===== src/st_bus_pkg.sv =====
/*
 * ST bus package
 * widths of the SDRAM request bundle, bus slot numbers, ROM chip selects
 */
package st_bus_pkg;

	typedef logic [23:1] word_addr_t;	// 68000 style word address
	typedef logic [15:0] data_word_t;
	typedef logic [1:0] byte_sel_t;	// {uds, lds}
	typedef logic [1:0] bus_slot_t;	// 8 MHz bus cycle number

	// four slots per bus cycle
	localparam bus_slot_t SLOT_PRE = 2'd0;	// before the cpu slot
	localparam bus_slot_t SLOT_CPU = 2'd1;	// cpu, blitter or download
	localparam bus_slot_t SLOT_VIDEO = 2'd2;	// shifter or viking fetch
	localparam bus_slot_t SLOT_IDLE = 2'd3;

	// MCU ROM chip selects, rom0..rom6 plus romp
	localparam int ROM_SEL_N = 8;
	localparam int ROM_TOS_IDX = 2;	// rom2 covers the TOS window

endpackage


===== src/st_map_pkg.sv =====
/*
 * ST memory map package
 * address prefixes for TOS and Viking windows, Viking detector constants
 */
package st_map_pkg;

	// TOS download targets, compared against the top address bits
	localparam logic [5:0] TOS_HI_PREFIX = 6'b111111;	// 192k TOS at $fc0000
	localparam logic [3:0] TOS_LO_PREFIX = 4'he;	// 256k TOS at $e00000

	// ROM base for rom2 accesses, 17 offset bits go below it
	localparam logic [5:0] ROM256_BASE = {4'he, 2'b00};
	localparam logic [5:0] ROM192_BASE = {4'hf, 2'b11};

	// viking video memory window, top 6 address bits
	localparam logic [5:0] VIKING_BASE_ST = 6'b110000;	// $c00000
	localparam logic [5:0] VIKING_BASE_HIMEM = 6'b111010;	// $e80000

	typedef logic [7:0] viking_cnt_t;

	// accesses seen before the driver is taken as loaded
	localparam viking_cnt_t VIKING_THRESHOLD = 8'd255;

endpackage


===== src/ram_req_if.sv =====
/*
 * SDRAM request bundle
 * one requester's address, strobes and write data towards the slot mux
 */
`timescale 1ns/1ps

interface ram_req_if;

	st_bus_pkg::word_addr_t addr;
	logic oe;	// read request
	logic we;	// write request
	st_bus_pkg::byte_sel_t ds;	// upper, lower
	st_bus_pkg::data_word_t wdata;

	// requester side drives everything
	modport req (output addr, output oe, output we, output ds, output wdata);

	// slot mux only looks
	modport mux (input addr, input oe, input we, input ds, input wdata);

endinterface


===== src/mcu_ram_strobe.sv =====
/*
 * MCU RAM strobe generator
 * falling edge of the row strobe becomes a one cycle SDRAM read or write
 */
`timescale 1ns/1ps

module mcu_ram_strobe (
	input logic clk_32,
	input logic xsint,
	input st_bus_pkg::word_addr_t ram_a_i,	// MCU RAM address
	input logic ras_n_i,	// ras0_n & ras1_n
	input logic ram_we_n_i,
	input logic ram_uds_i,
	input logic ram_lds_i,
	input st_bus_pkg::data_word_t ram_din_i,	// from shifter data path
	ram_req_if.req req
);

	logic ras_n_d;	// ras one clock back
	logic ras_fall;

	// idles high so the first low cycle after reset is a real edge
	always_ff @(posedge clk_32 or negedge xsint) begin
		if (!xsint) begin
			ras_n_d <= 1'b1;
		end else begin
			ras_n_d <= ras_n_i;
		end
	end

	assign ras_fall = ras_n_d & ~ras_n_i;	// first low cycle only

	// address zero is never read, the reset vector comes from ROM
	assign req.oe = ras_fall & ram_we_n_i & (|ram_a_i);
	assign req.we = ras_fall & ~ram_we_n_i;

	// payload straight from the MCU
	assign req.addr = ram_a_i;
	assign req.ds = {ram_uds_i, ram_lds_i};
	assign req.wdata = ram_din_i;

endmodule


===== src/dio_write_gen.sv =====
/*
 * Download write generator
 * toggle strobe from the IO controller becomes one SDRAM write pulse
 */
`timescale 1ns/1ps

module dio_write_gen (
	input logic clk_32,
	input logic xsint,
	input st_bus_pkg::bus_slot_t bus_slot_i,
	input logic mhz8_en1_i,	// 8 MHz phase 1 enable
	input logic dio_strobe_i,	// toggles once per new word
	input st_bus_pkg::word_addr_t dio_addr_i,
	input st_bus_pkg::data_word_t dio_data_i,
	ram_req_if.req req
);

	logic strobe_d;	// last sampled toggle
	logic data_wr;	// write pulse
	logic sample_en;

	// sample only ahead of the cpu slot so the write lands there
	assign sample_en = (bus_slot_i == st_bus_pkg::SLOT_PRE) & mhz8_en1_i;

	always_ff @(posedge clk_32 or negedge xsint) begin
		if (!xsint) begin
			strobe_d <= 1'b0;
			data_wr <= 1'b0;
		end else begin
			data_wr <= 1'b0;	// single cycle
			if (sample_en) begin
				strobe_d <= dio_strobe_i;
				if (dio_strobe_i ^ strobe_d)
					data_wr <= 1'b1;	// new word arrived
			end
		end
	end

	// download never reads, always full words
	assign req.we = data_wr;
	assign req.oe = 1'b0;
	assign req.ds = 2'b11;
	assign req.addr = dio_addr_i;
	assign req.wdata = dio_data_i;

endmodule


===== src/bus_slot_mux.sv =====
/*
 * SDRAM bus slot multiplexer
 * per slot choice between download, blitter, viking and MCU requests
 */
`timescale 1ns/1ps

module bus_slot_mux (
	input st_bus_pkg::bus_slot_t bus_slot_i,
	input logic dio_download_i,	// firmware download running
	input logic blitter_bgack_i,	// blitter owns the bus
	input logic viking_active_i,	// viking driver detected
	ram_req_if.mux mcu,
	ram_req_if.mux dio,
	ram_req_if.mux blit,
	ram_req_if.mux vid,
	output st_bus_pkg::word_addr_t sdram_addr_o,
	output logic sdram_oe_o,
	output logic sdram_we_o,
	output st_bus_pkg::byte_sel_t sdram_ds_o,
	output st_bus_pkg::data_word_t sdram_din_o
);

	logic vid_fetch;	// viking takes the video slot

	assign vid_fetch = viking_active_i & vid.oe;

	// controller takes whatever is here, no handshake
	always_comb begin
		// MCU is the default owner of every slot
		sdram_addr_o = mcu.addr;
		sdram_oe_o = mcu.oe;
		sdram_we_o = mcu.we;
		sdram_ds_o = mcu.ds;

		case (bus_slot_i)
			st_bus_pkg::SLOT_CPU: begin
				if (dio_download_i) begin	// download beats everything
					sdram_addr_o = dio.addr;
					sdram_oe_o = 1'b0;	// write only path
					sdram_we_o = dio.we;
					sdram_ds_o = dio.ds;
				end else if (blitter_bgack_i) begin
					sdram_addr_o = blit.addr;
					sdram_oe_o = blit.oe;
					sdram_we_o = blit.we;
					sdram_ds_o = blit.ds;
				end
			end
			st_bus_pkg::SLOT_VIDEO: begin
				// shared with the shifter, viking only once active
				if (vid_fetch) begin
					sdram_addr_o = vid.addr;
					sdram_oe_o = vid.oe;
					sdram_we_o = vid.we;
					sdram_ds_o = vid.ds;
				end
			end
			default: begin
				// pre and idle slots stay with the MCU
			end
		endcase
	end

	// write data by bus owner, slot not involved
	always_comb begin
		if (dio_download_i)
			sdram_din_o = dio.wdata;
		else if (blitter_bgack_i)
			sdram_din_o = blit.wdata;
		else
			sdram_din_o = mcu.wdata;
	end

	// viking only reads, its data lane stays out of the mux

endmodule


===== src/tos_rom_map.sv =====
/*
 * TOS ROM window mapper
 * tracks 192k or 256k TOS from download addresses, remaps rom2 accesses
 */
`timescale 1ns/1ps

module tos_rom_map (
	input logic clk_32,
	input logic xsint,
	input logic dio_download_i,
	input st_bus_pkg::word_addr_t dio_addr_i,	// download target
	input st_bus_pkg::word_addr_t cpu_a_i,
	input logic [st_bus_pkg::ROM_SEL_N-1:0] rom_sel_n_i,	// active low
	output logic rom_oe_o,
	output st_bus_pkg::word_addr_t rom_addr_o
);

	logic tos192k;	// 0 selects the 256k layout
	logic [5:0] rom_base;

	always_ff @(posedge clk_32 or negedge xsint) begin
		if (!xsint) begin
			tos192k <= 1'b0;
		end else if (dio_download_i) begin
			if (dio_addr_i[23:18] == st_map_pkg::TOS_HI_PREFIX)
				tos192k <= 1'b1;	// writes to $fc0000 and up
			else if (dio_addr_i[23:20] == st_map_pkg::TOS_LO_PREFIX)
				tos192k <= 1'b0;	// writes to $e00000
		end
	end

	assign rom_base = tos192k ? st_map_pkg::ROM192_BASE : st_map_pkg::ROM256_BASE;

	// any select low means a ROM read
	assign rom_oe_o = ~(&rom_sel_n_i);

	// 128k word offset kept, top bits replaced for the TOS window
	assign rom_addr_o = !rom_sel_n_i[st_bus_pkg::ROM_TOS_IDX] ?
		{rom_base, cpu_a_i[17:1]} : cpu_a_i;

endmodule


===== src/viking_detect.sv =====
/*
 * Viking activity detector
 * counts cpu accesses to the video window, switches video source at 255
 */
`timescale 1ns/1ps

module viking_detect (
	input logic clk_32,
	input logic xsint,
	input logic mhz8_en1_i,
	input logic as_n_i,	// cpu address strobe
	input logic viking_enable_i,
	input logic steroids_i,	// window moves to $e80000
	input st_bus_pkg::word_addr_t cpu_a_i,
	output logic viking_active_o
);

	st_map_pkg::viking_cnt_t viking_cnt;
	logic [5:0] win_base;
	logic in_window;
	logic cnt_en;

	assign win_base = steroids_i ? st_map_pkg::VIKING_BASE_HIMEM : st_map_pkg::VIKING_BASE_ST;
	assign in_window = (cpu_a_i[23:18] == win_base);

	// one count per 8 MHz tick of a qualifying access, saturates
	assign cnt_en = mhz8_en1_i & ~as_n_i & viking_enable_i & in_window &
		(viking_cnt < st_map_pkg::VIKING_THRESHOLD);

	// stray probes of the window stay below the threshold
	always_ff @(posedge clk_32 or negedge xsint) begin
		if (!xsint) begin
			viking_cnt <= '0;
			viking_active_o <= 1'b0;
		end else begin
			if (cnt_en)
				viking_cnt <= viking_cnt + 8'd1;
			viking_active_o <= (viking_cnt == st_map_pkg::VIKING_THRESHOLD);	// one clock late
		end
	end

endmodule


===== src/st_mem_glue.sv =====
/*
 * ST memory glue top level
 * SDRAM requesters, slot mux, TOS mapper and Viking detector wired together
 */
`timescale 1ns/1ps

module st_mem_glue (
	input logic clk_32,
	input logic xsint,
	input st_bus_pkg::bus_slot_t bus_slot_i,
	input logic mhz8_en1_i,
	// MCU ram side
	input st_bus_pkg::word_addr_t ram_a_i,
	input logic ras_n_i,
	input logic ram_we_n_i,
	input logic ram_uds_i,
	input logic ram_lds_i,
	input st_bus_pkg::data_word_t ram_din_i,
	// blitter bus master
	input st_bus_pkg::word_addr_t blitter_addr_i,
	input logic blitter_read_i,
	input logic blitter_write_i,
	input logic blitter_bgack_i,
	input st_bus_pkg::data_word_t blitter_data_i,
	// viking video
	input st_bus_pkg::word_addr_t viking_vaddr_i,
	input logic viking_read_i,
	input logic viking_enable_i,
	input logic steroids_i,
	input logic as_n_i,
	// cpu and ROM
	input st_bus_pkg::word_addr_t cpu_a_i,
	input logic [st_bus_pkg::ROM_SEL_N-1:0] rom_sel_n_i,
	// IO controller download
	input logic dio_download_i,
	input logic dio_strobe_i,
	input st_bus_pkg::word_addr_t dio_addr_i,
	input st_bus_pkg::data_word_t dio_data_i,
	// SDRAM controller
	output st_bus_pkg::word_addr_t sdram_addr_o,
	output logic sdram_oe_o,
	output logic sdram_we_o,
	output st_bus_pkg::byte_sel_t sdram_ds_o,
	output st_bus_pkg::data_word_t sdram_din_o,
	output logic rom_oe_o,
	output st_bus_pkg::word_addr_t rom_addr_o,
	output logic viking_active_o
);

	logic viking_active;

	ram_req_if mcu_req ();
	ram_req_if dio_req ();
	ram_req_if blit_req ();
	ram_req_if vid_req ();

	mcu_ram_strobe mcu_ram_strobe_inst (
		.clk_32(clk_32), .xsint(xsint),
		.ram_a_i(ram_a_i), .ras_n_i(ras_n_i), .ram_we_n_i(ram_we_n_i),
		.ram_uds_i(ram_uds_i), .ram_lds_i(ram_lds_i), .ram_din_i(ram_din_i),
		.req(mcu_req.req)
	);

	dio_write_gen dio_write_gen_inst (
		.clk_32(clk_32), .xsint(xsint),
		.bus_slot_i(bus_slot_i), .mhz8_en1_i(mhz8_en1_i),
		.dio_strobe_i(dio_strobe_i), .dio_addr_i(dio_addr_i), .dio_data_i(dio_data_i),
		.req(dio_req.req)
	);

	// blitter always moves full words
	assign blit_req.addr = blitter_addr_i;
	assign blit_req.oe = blitter_read_i;
	assign blit_req.we = blitter_write_i;
	assign blit_req.ds = 2'b11;
	assign blit_req.wdata = blitter_data_i;

	// viking fetch is read only
	assign vid_req.addr = viking_vaddr_i;
	assign vid_req.oe = viking_read_i;
	assign vid_req.we = 1'b0;
	assign vid_req.ds = 2'b11;
	assign vid_req.wdata = '0;

	bus_slot_mux bus_slot_mux_inst (
		.bus_slot_i(bus_slot_i), .dio_download_i(dio_download_i),
		.blitter_bgack_i(blitter_bgack_i), .viking_active_i(viking_active),
		.mcu(mcu_req.mux), .dio(dio_req.mux), .blit(blit_req.mux), .vid(vid_req.mux),
		.sdram_addr_o(sdram_addr_o), .sdram_oe_o(sdram_oe_o), .sdram_we_o(sdram_we_o),
		.sdram_ds_o(sdram_ds_o), .sdram_din_o(sdram_din_o)
	);

	tos_rom_map tos_rom_map_inst (
		.clk_32(clk_32), .xsint(xsint),
		.dio_download_i(dio_download_i), .dio_addr_i(dio_addr_i),
		.cpu_a_i(cpu_a_i), .rom_sel_n_i(rom_sel_n_i),
		.rom_oe_o(rom_oe_o), .rom_addr_o(rom_addr_o)
	);

	viking_detect viking_detect_inst (
		.clk_32(clk_32), .xsint(xsint),
		.mhz8_en1_i(mhz8_en1_i), .as_n_i(as_n_i),
		.viking_enable_i(viking_enable_i), .steroids_i(steroids_i),
		.cpu_a_i(cpu_a_i), .viking_active_o(viking_active)
	);

	assign viking_active_o = viking_active;	// also picks the display source

endmodule


===== config.mk =====
export PLATFORM = sky130hd
export DESIGN_NAME = st_mem_glue
export DESIGN_NICKNAME = d
export VERILOG_FILES = /design/src/st_bus_pkg.sv /design/src/st_map_pkg.sv /design/src/ram_req_if.sv /design/src/mcu_ram_strobe.sv /design/src/dio_write_gen.sv /design/src/bus_slot_mux.sv /design/src/tos_rom_map.sv /design/src/viking_detect.sv /design/src/st_mem_glue.sv
export SDC_FILE = /design/constraint.sdc
export NUM_CORES = 1
export LEC_CHECK = 0
export ABC_AREA = 1
export BUFFER_PORTS_ARGS = -buffer_cell sky130_fd_sc_hd__buf_2
export CORE_AREA = 3 3 98 100
export CTS_CLUSTER_DIAMETER = 100
export DETAILED_ROUTE_END_ITERATION = 8
export DIE_AREA = 0 0 101 103
export GPL_ROUTABILITY_DRIVEN = 0
export PLACE_DENSITY = 0.82
export SYNTH_ARGS = -nofsm -noshare
export SYNTH_HDL_FRONTEND = slang
export SYNTH_HIERARCHICAL = 1
export SYNTH_SLANG_ARGS = --single-unit

===== constraint.sdc =====
create_clock -name clk_32 -period 1.9 [get_ports clk_32]
set_input_delay 0 -clock clk_32 [delete_from_list [all_inputs] [get_ports clk_32]]
set_output_delay 0 -clock clk_32 [all_outputs]
set_load 0.02 [all_outputs]

==> out/metrics.cfg, run 1 <==
[drt]
wl_per_cell_microns = 11.8
drt_iter0_drc = 164
final_antenna_net_count = 0
vias = 4617
drcViolationCount = 0
drtPass1Iterations = 5
vias_per_cell = 4.68
wl_microns = 11600

[place]
place_ws_ns = 0.428
dpl.hpwl_microns = 9270
port_buffers = 222

[floorplanning]
die_h_microns = 103
io_pins = 257
rows = 34
die_w_microns = 101
initial_core_util = 0.440
dieArea_sq_mm = 0.0104
core_sq_mm = 0.00876

[global_routing]
grt_pass1_wl_microns = 17700
antenna_found_initial = 0
grt_usage = 0.207
overflow = 0
grt_start_max_net_pins = 45
grt_pass1_vias = 3963

[timing]
skew_ns = 0.00821
finalSetupTns_ns = 0
rsz0062_at_grt = no
hold_viol = 0
fmax_mhz = 606
setup_ws_ns = 0.249
finalCriticalPeriod_ns = 1.65
setup_viol = 0
finalCritPeriodShare = 0.869
report.final.slew_viol_count = 0

[pwr]
p_leak_nw = 2.83
peakVddDrop_mv = 0.259
power.density_mw_per_mm2 = 353

[cells_and_area]
nets = 1071
antenna-diode-count = 0
drive_gt1_frac = 0.297
area_delta_synth_final_pct = 12.1

[worst_setup_path]
crit_fanout = 44
cp-start-kind = flip-flop
worstSetupEndpointType = primary output
regToRegSetupSlack_ns = 0.47
reg2reg_to = viking_detect_inst/viking_cnt[3]
required_ns = 1.90
worstReg2RegStart = viking_detect_inst/viking_cnt[0]
reg2regPathDepth = 8
worstSetupPathType = reg2out
critPathLaunch = viking_detect_inst/viking_active_o
worstPathArrival_ns = 1.65

[clocking]
cts_made_buffers = 3
cts_resized = 0
cts_tree = built
path_clk_slew_ns = 0.06
worstSkewPairLatency_ns = 0.26
hold_buffers = 2
htree_levels = 1
clockRootBuffer = clkbuf_8
post_cts_buffers = 0
numClockSinks = 13
clock_path_buffers = 2

[status]
status = complete, no violations

[worst_hold_path]
hold_end = rom_addr_o[3]
hold_path_depth = 0
hold_class = in2out
min-delay-start = cpu_a_i[3]

[logic_synthesis]
yosysWarnings = 6
syn_area_sq_mm = 0.00386
synthCells = 767
synth_area_per_cell_sq_um = 5.03

[flow_run]
cap_violations = 0

==> worst max-delay path, stage by stage (launching register included) <==
cell,delay (ns)
dfrtp_1,0.35
nand2_1,0.09
buf_12,0.19
nor2_1,0.34
a21oi_1,0.12
nand3_1,0.11
buf_2,0.18
==> sequential cells by signal, indices dropped and copies added, names as in the netlist <==
name	count
viking_detect_inst/viking_cnt	8
dio_write_gen_inst/req.we	1
dio_write_gen_inst/strobe_d	1
mcu_ram_strobe_inst/ras_n_d	1
tos_rom_map_inst/tos192k	1
viking_detect_inst/viking_active_o	1
==> area by class of cell <==
cell class,instances,area (sq um)
inverter,84,318
tap,108,135
multi-input combinational,544,2280
clock buffer,4,45.0
fill,977,4440
timing repair buffer,233,1220
sequential,13,327
==> report_power, final <==
group,switching [W],leakage (nW),internal (W)
logic,0.000591,2.63,0.000378
clock network,0.000113,0.0228,0.000149
registers,0.00000704,0.170,0.000288
==> layout by cell type (no fill, tap or decap) <==
cell,n
nor2_2,4
nand4_1,9
dfstp_2,1
dfrtp_1,12
nand2_2,15
nor3b_1,1
buf_4,7
inv_4,1
o21ai_0,7
or2_1,3
nand3b_1,1
buf_2,222
inv_1,78
nand2_1,257
clkbuf_8,3
ha_1,3
nor3_1,3
nor2_1,157
buf_12,2
dlygate4sd3_1,2
nor2_8,1
inv_2,5
a21oi_1,37
nand3_1,39
conb_1,7
clkbuf_1,1
==> worst max-delay path by stage <==
| stage | cells past startpoint | to | slack, ns |
|---|---|---|---|
| after floorplan | 6 | sdram_addr_o[0] | 0.61 |
| after global placement | 10 | sdram_addr_o[19] | 0.45 |
| after detailed placement | 11 | sdram_addr_o[12] | 0.43 |
| after CTS | 6 | sdram_addr_o[18] | 0.25 |
| after global routing | 6 | sdram_oe_o | 0.13 |
| final | 6 | sdram_addr_o[18] | 0.25 |
==> routing by layer <==
layer | vias up | share of wire | global-route usage
li1 | 2416 | - | -
met1 | 1972 | 0.42 | 0.281
met2 | 208 | 0.47 | 0.343
met3 | 21 | 0.095 | 0.0304
met4 | 0 | 0.019 | 0.0593
met5 | - | 0 | 0
==> stage by stage <==
step	total power [W]	hold WS (ns)	area [sq um]	util	std cells
2_1_floorplan	0.00106	-0.296	3870	-	771
3_3_place_gp	0.00126	-0.0870	4260	0.486	980
3_5_place_dp	0.00127	-0.0914	4260	0.486	980
4_1_cts	0.00154	0.000137	4330	0.494	986
5_1_grt	0.00166	0.0000301	4330	0.494	986
6_report	0.00153	0.00000774	4330	0.494	986
Note: power is estimated with default switching activity, not from simulation.
==> inputs of run 2 (changes only) <==
--- a/config.mk
+++ b/config.mk
@@ -12,7 +12,7 @@
 export DETAILED_ROUTE_END_ITERATION = 8
 export DIE_AREA = 0 0 101 103
 export GPL_ROUTABILITY_DRIVEN = 0
-export PLACE_DENSITY = 0.82
+export PLACE_DENSITY = 0.93
 export SYNTH_ARGS = -nofsm -noshare
 export SYNTH_HDL_FRONTEND = slang
 export SYNTH_HIERARCHICAL = 1
==> out/metrics.cfg, run 2 (synthesis gave the netlist of run 1 again) <==
[timing]
finalSetupTns_ns = 0
setup_ws_ns = 0.281
report.final.slew_viol_count = 0
setup_viol = 0
hold_viol = 0
fmax_mhz = 618
finalCritPeriodShare = 0.852
skew_ns = 0.00183
rsz0062_at_grt = no
finalCriticalPeriod_ns = 1.62

[global_routing]
grt_pass1_wl_microns = 18100
met2_usage = 0.368
antenna_found_initial = 0
grtUsageMet3 = 0.0426
grt_start_max_net_pins = 44
busiest_layer = met2
use_met1 = 0.276
grt_usage = 0.213
grt_pass1_vias = 3951
overflow = 0

[worst_setup_path]
cp-start-kind = flip-flop
required_ns = 1.90
worstSetupEndpointType = primary output
worstSetupPathType = reg2out
worstPathArrival_ns = 1.62
crit_fanout = 43

[cells_and_area]
final_cell_mix = 257 x nand2_1, 222 x buf_2, 157 x nor2_1
drive_gt1_frac = 0.298
area_delta_synth_final_pct = 12.0
nets = 1072
final_core_util = 0.493
largest_register_ffs = 8
design_area_sq_mm = 0.00432
largest_register = viking_detect_inst/viking_cnt
antenna-diode-count = 0
final_common_cell = nand2_1

[clocking]
cts_made_buffers = 3
path_clk_slew_ns = 0.05
cts_tree = built
cts_resized = 0
numClockSinks = 13
worstSkewPairLatency_ns = 0.25
post_cts_buffers = 0
clockRootBuffer = clkbuf_8
htree_levels = 1
clock_path_buffers = 2

[drt]
wl_per_cell_microns = 12.1
drtPass1Iterations = 6
vias_per_cell = 4.71
wl_microns = 12000
vias = 4649
drt_iter0_drc = 297
final_antenna_net_count = 0
drcViolationCount = 0

[floorplanning]
initial_core_util = 0.440
die_w_microns = 101
rows = 34
die_h_microns = 103
dieArea_sq_mm = 0.0104
io_pins = 257
core_sq_mm = 0.00876

[pwr]
peakVddDrop_mv = 0.401
p_leak_nw = 2.83
finalPower_w = 0.00152
power.density_mw_per_mm2 = 352

[place]
place_ws_ns = 0.484
placed_cell_area_sq_mm = 0.00426
port_buffers = 222
dpl.hpwl_microns = 9650

[flow_run]
cap_violations = 0

[status]
status = complete, no violations

[worst_hold_path]
hold_class = in2out

==> run 2: layer usage <==
layer  up-vias  wire length (microns)
met5         -                      0
met4         0                    179
met3        23                   1240
met2       235                   5850
met1      1972                   4710
li1       2419                      -
==> run 2: layout make-up <==
cell class	count	area (sq um)
Fill cell	960	4440
Multi-Input combinational cell	544	2280
Tap cell	108	135
Timing Repair Buffer	234	1220
Inverter	84	318
Clock buffer	4	45.0
Sequential cell	13	327
==> run 2: where the power goes <==
| part | internal, W | leakage, nW | total (W) | switching [W] |
|---|---|---|---|---|
| Sequential | 0.000288 | 0.170 | 0.000296 | 0.00000736 |
| Clock | 0.000148 | 0.0228 | 0.000251 | 0.000102 |
| Combinational | 0.000375 | 2.63 | 0.000976 | 0.000601 |
| Total | 0.000812 | 2.83 | 0.00152 | 0.000711 |
==> run 2: critical path, cell delays in order, from the launching register on <==
cell,delay [ns]
dfrtp_1,0.33
nand2_1,0.10
buf_12,0.19
nor2_1,0.32
a21oi_1,0.13
nand3_1,0.12
buf_2,0.17
==> run 2: final timing paths <==
kind                                               startpoint  slack [ns]  depth (start not counted)                          endpoint
min in group asynchronous                               xsint        0.17                          2  viking_detect_inst/viking_cnt[6]
setup / recovery           viking_detect_inst/viking_active_o        0.28                          6                  sdram_addr_o[17]
max in group asynchronous                               xsint        1.44                          2       mcu_ram_strobe_inst/ras_n_d
hold / removal                                     cpu_a_i[3]    0.000009                          0                     rom_addr_o[3]
setup reg to reg             viking_detect_inst/viking_cnt[0]        0.48                          7  viking_detect_inst/viking_cnt[1]
hold reg to reg                      tos_rom_map_inst/tos192k        0.51                          2          tos_rom_map_inst/tos192k
==> run 2: through the flow <==
step	instances	hold WS, ns
floorplan	771	-0.296
global placement	981	-0.0997
detailed placement	981	-0.0922
CTS	987	0.000137
global route	987	0.0000293
finish	987	0.00000881
==> run 2: repair_timing <==
item / 4_1_cts / 5_1_grt
setup endpoints to repair: 0 / 0
hold buffers: 2 / 0
endpoints found under the hold margin: 14 / 0
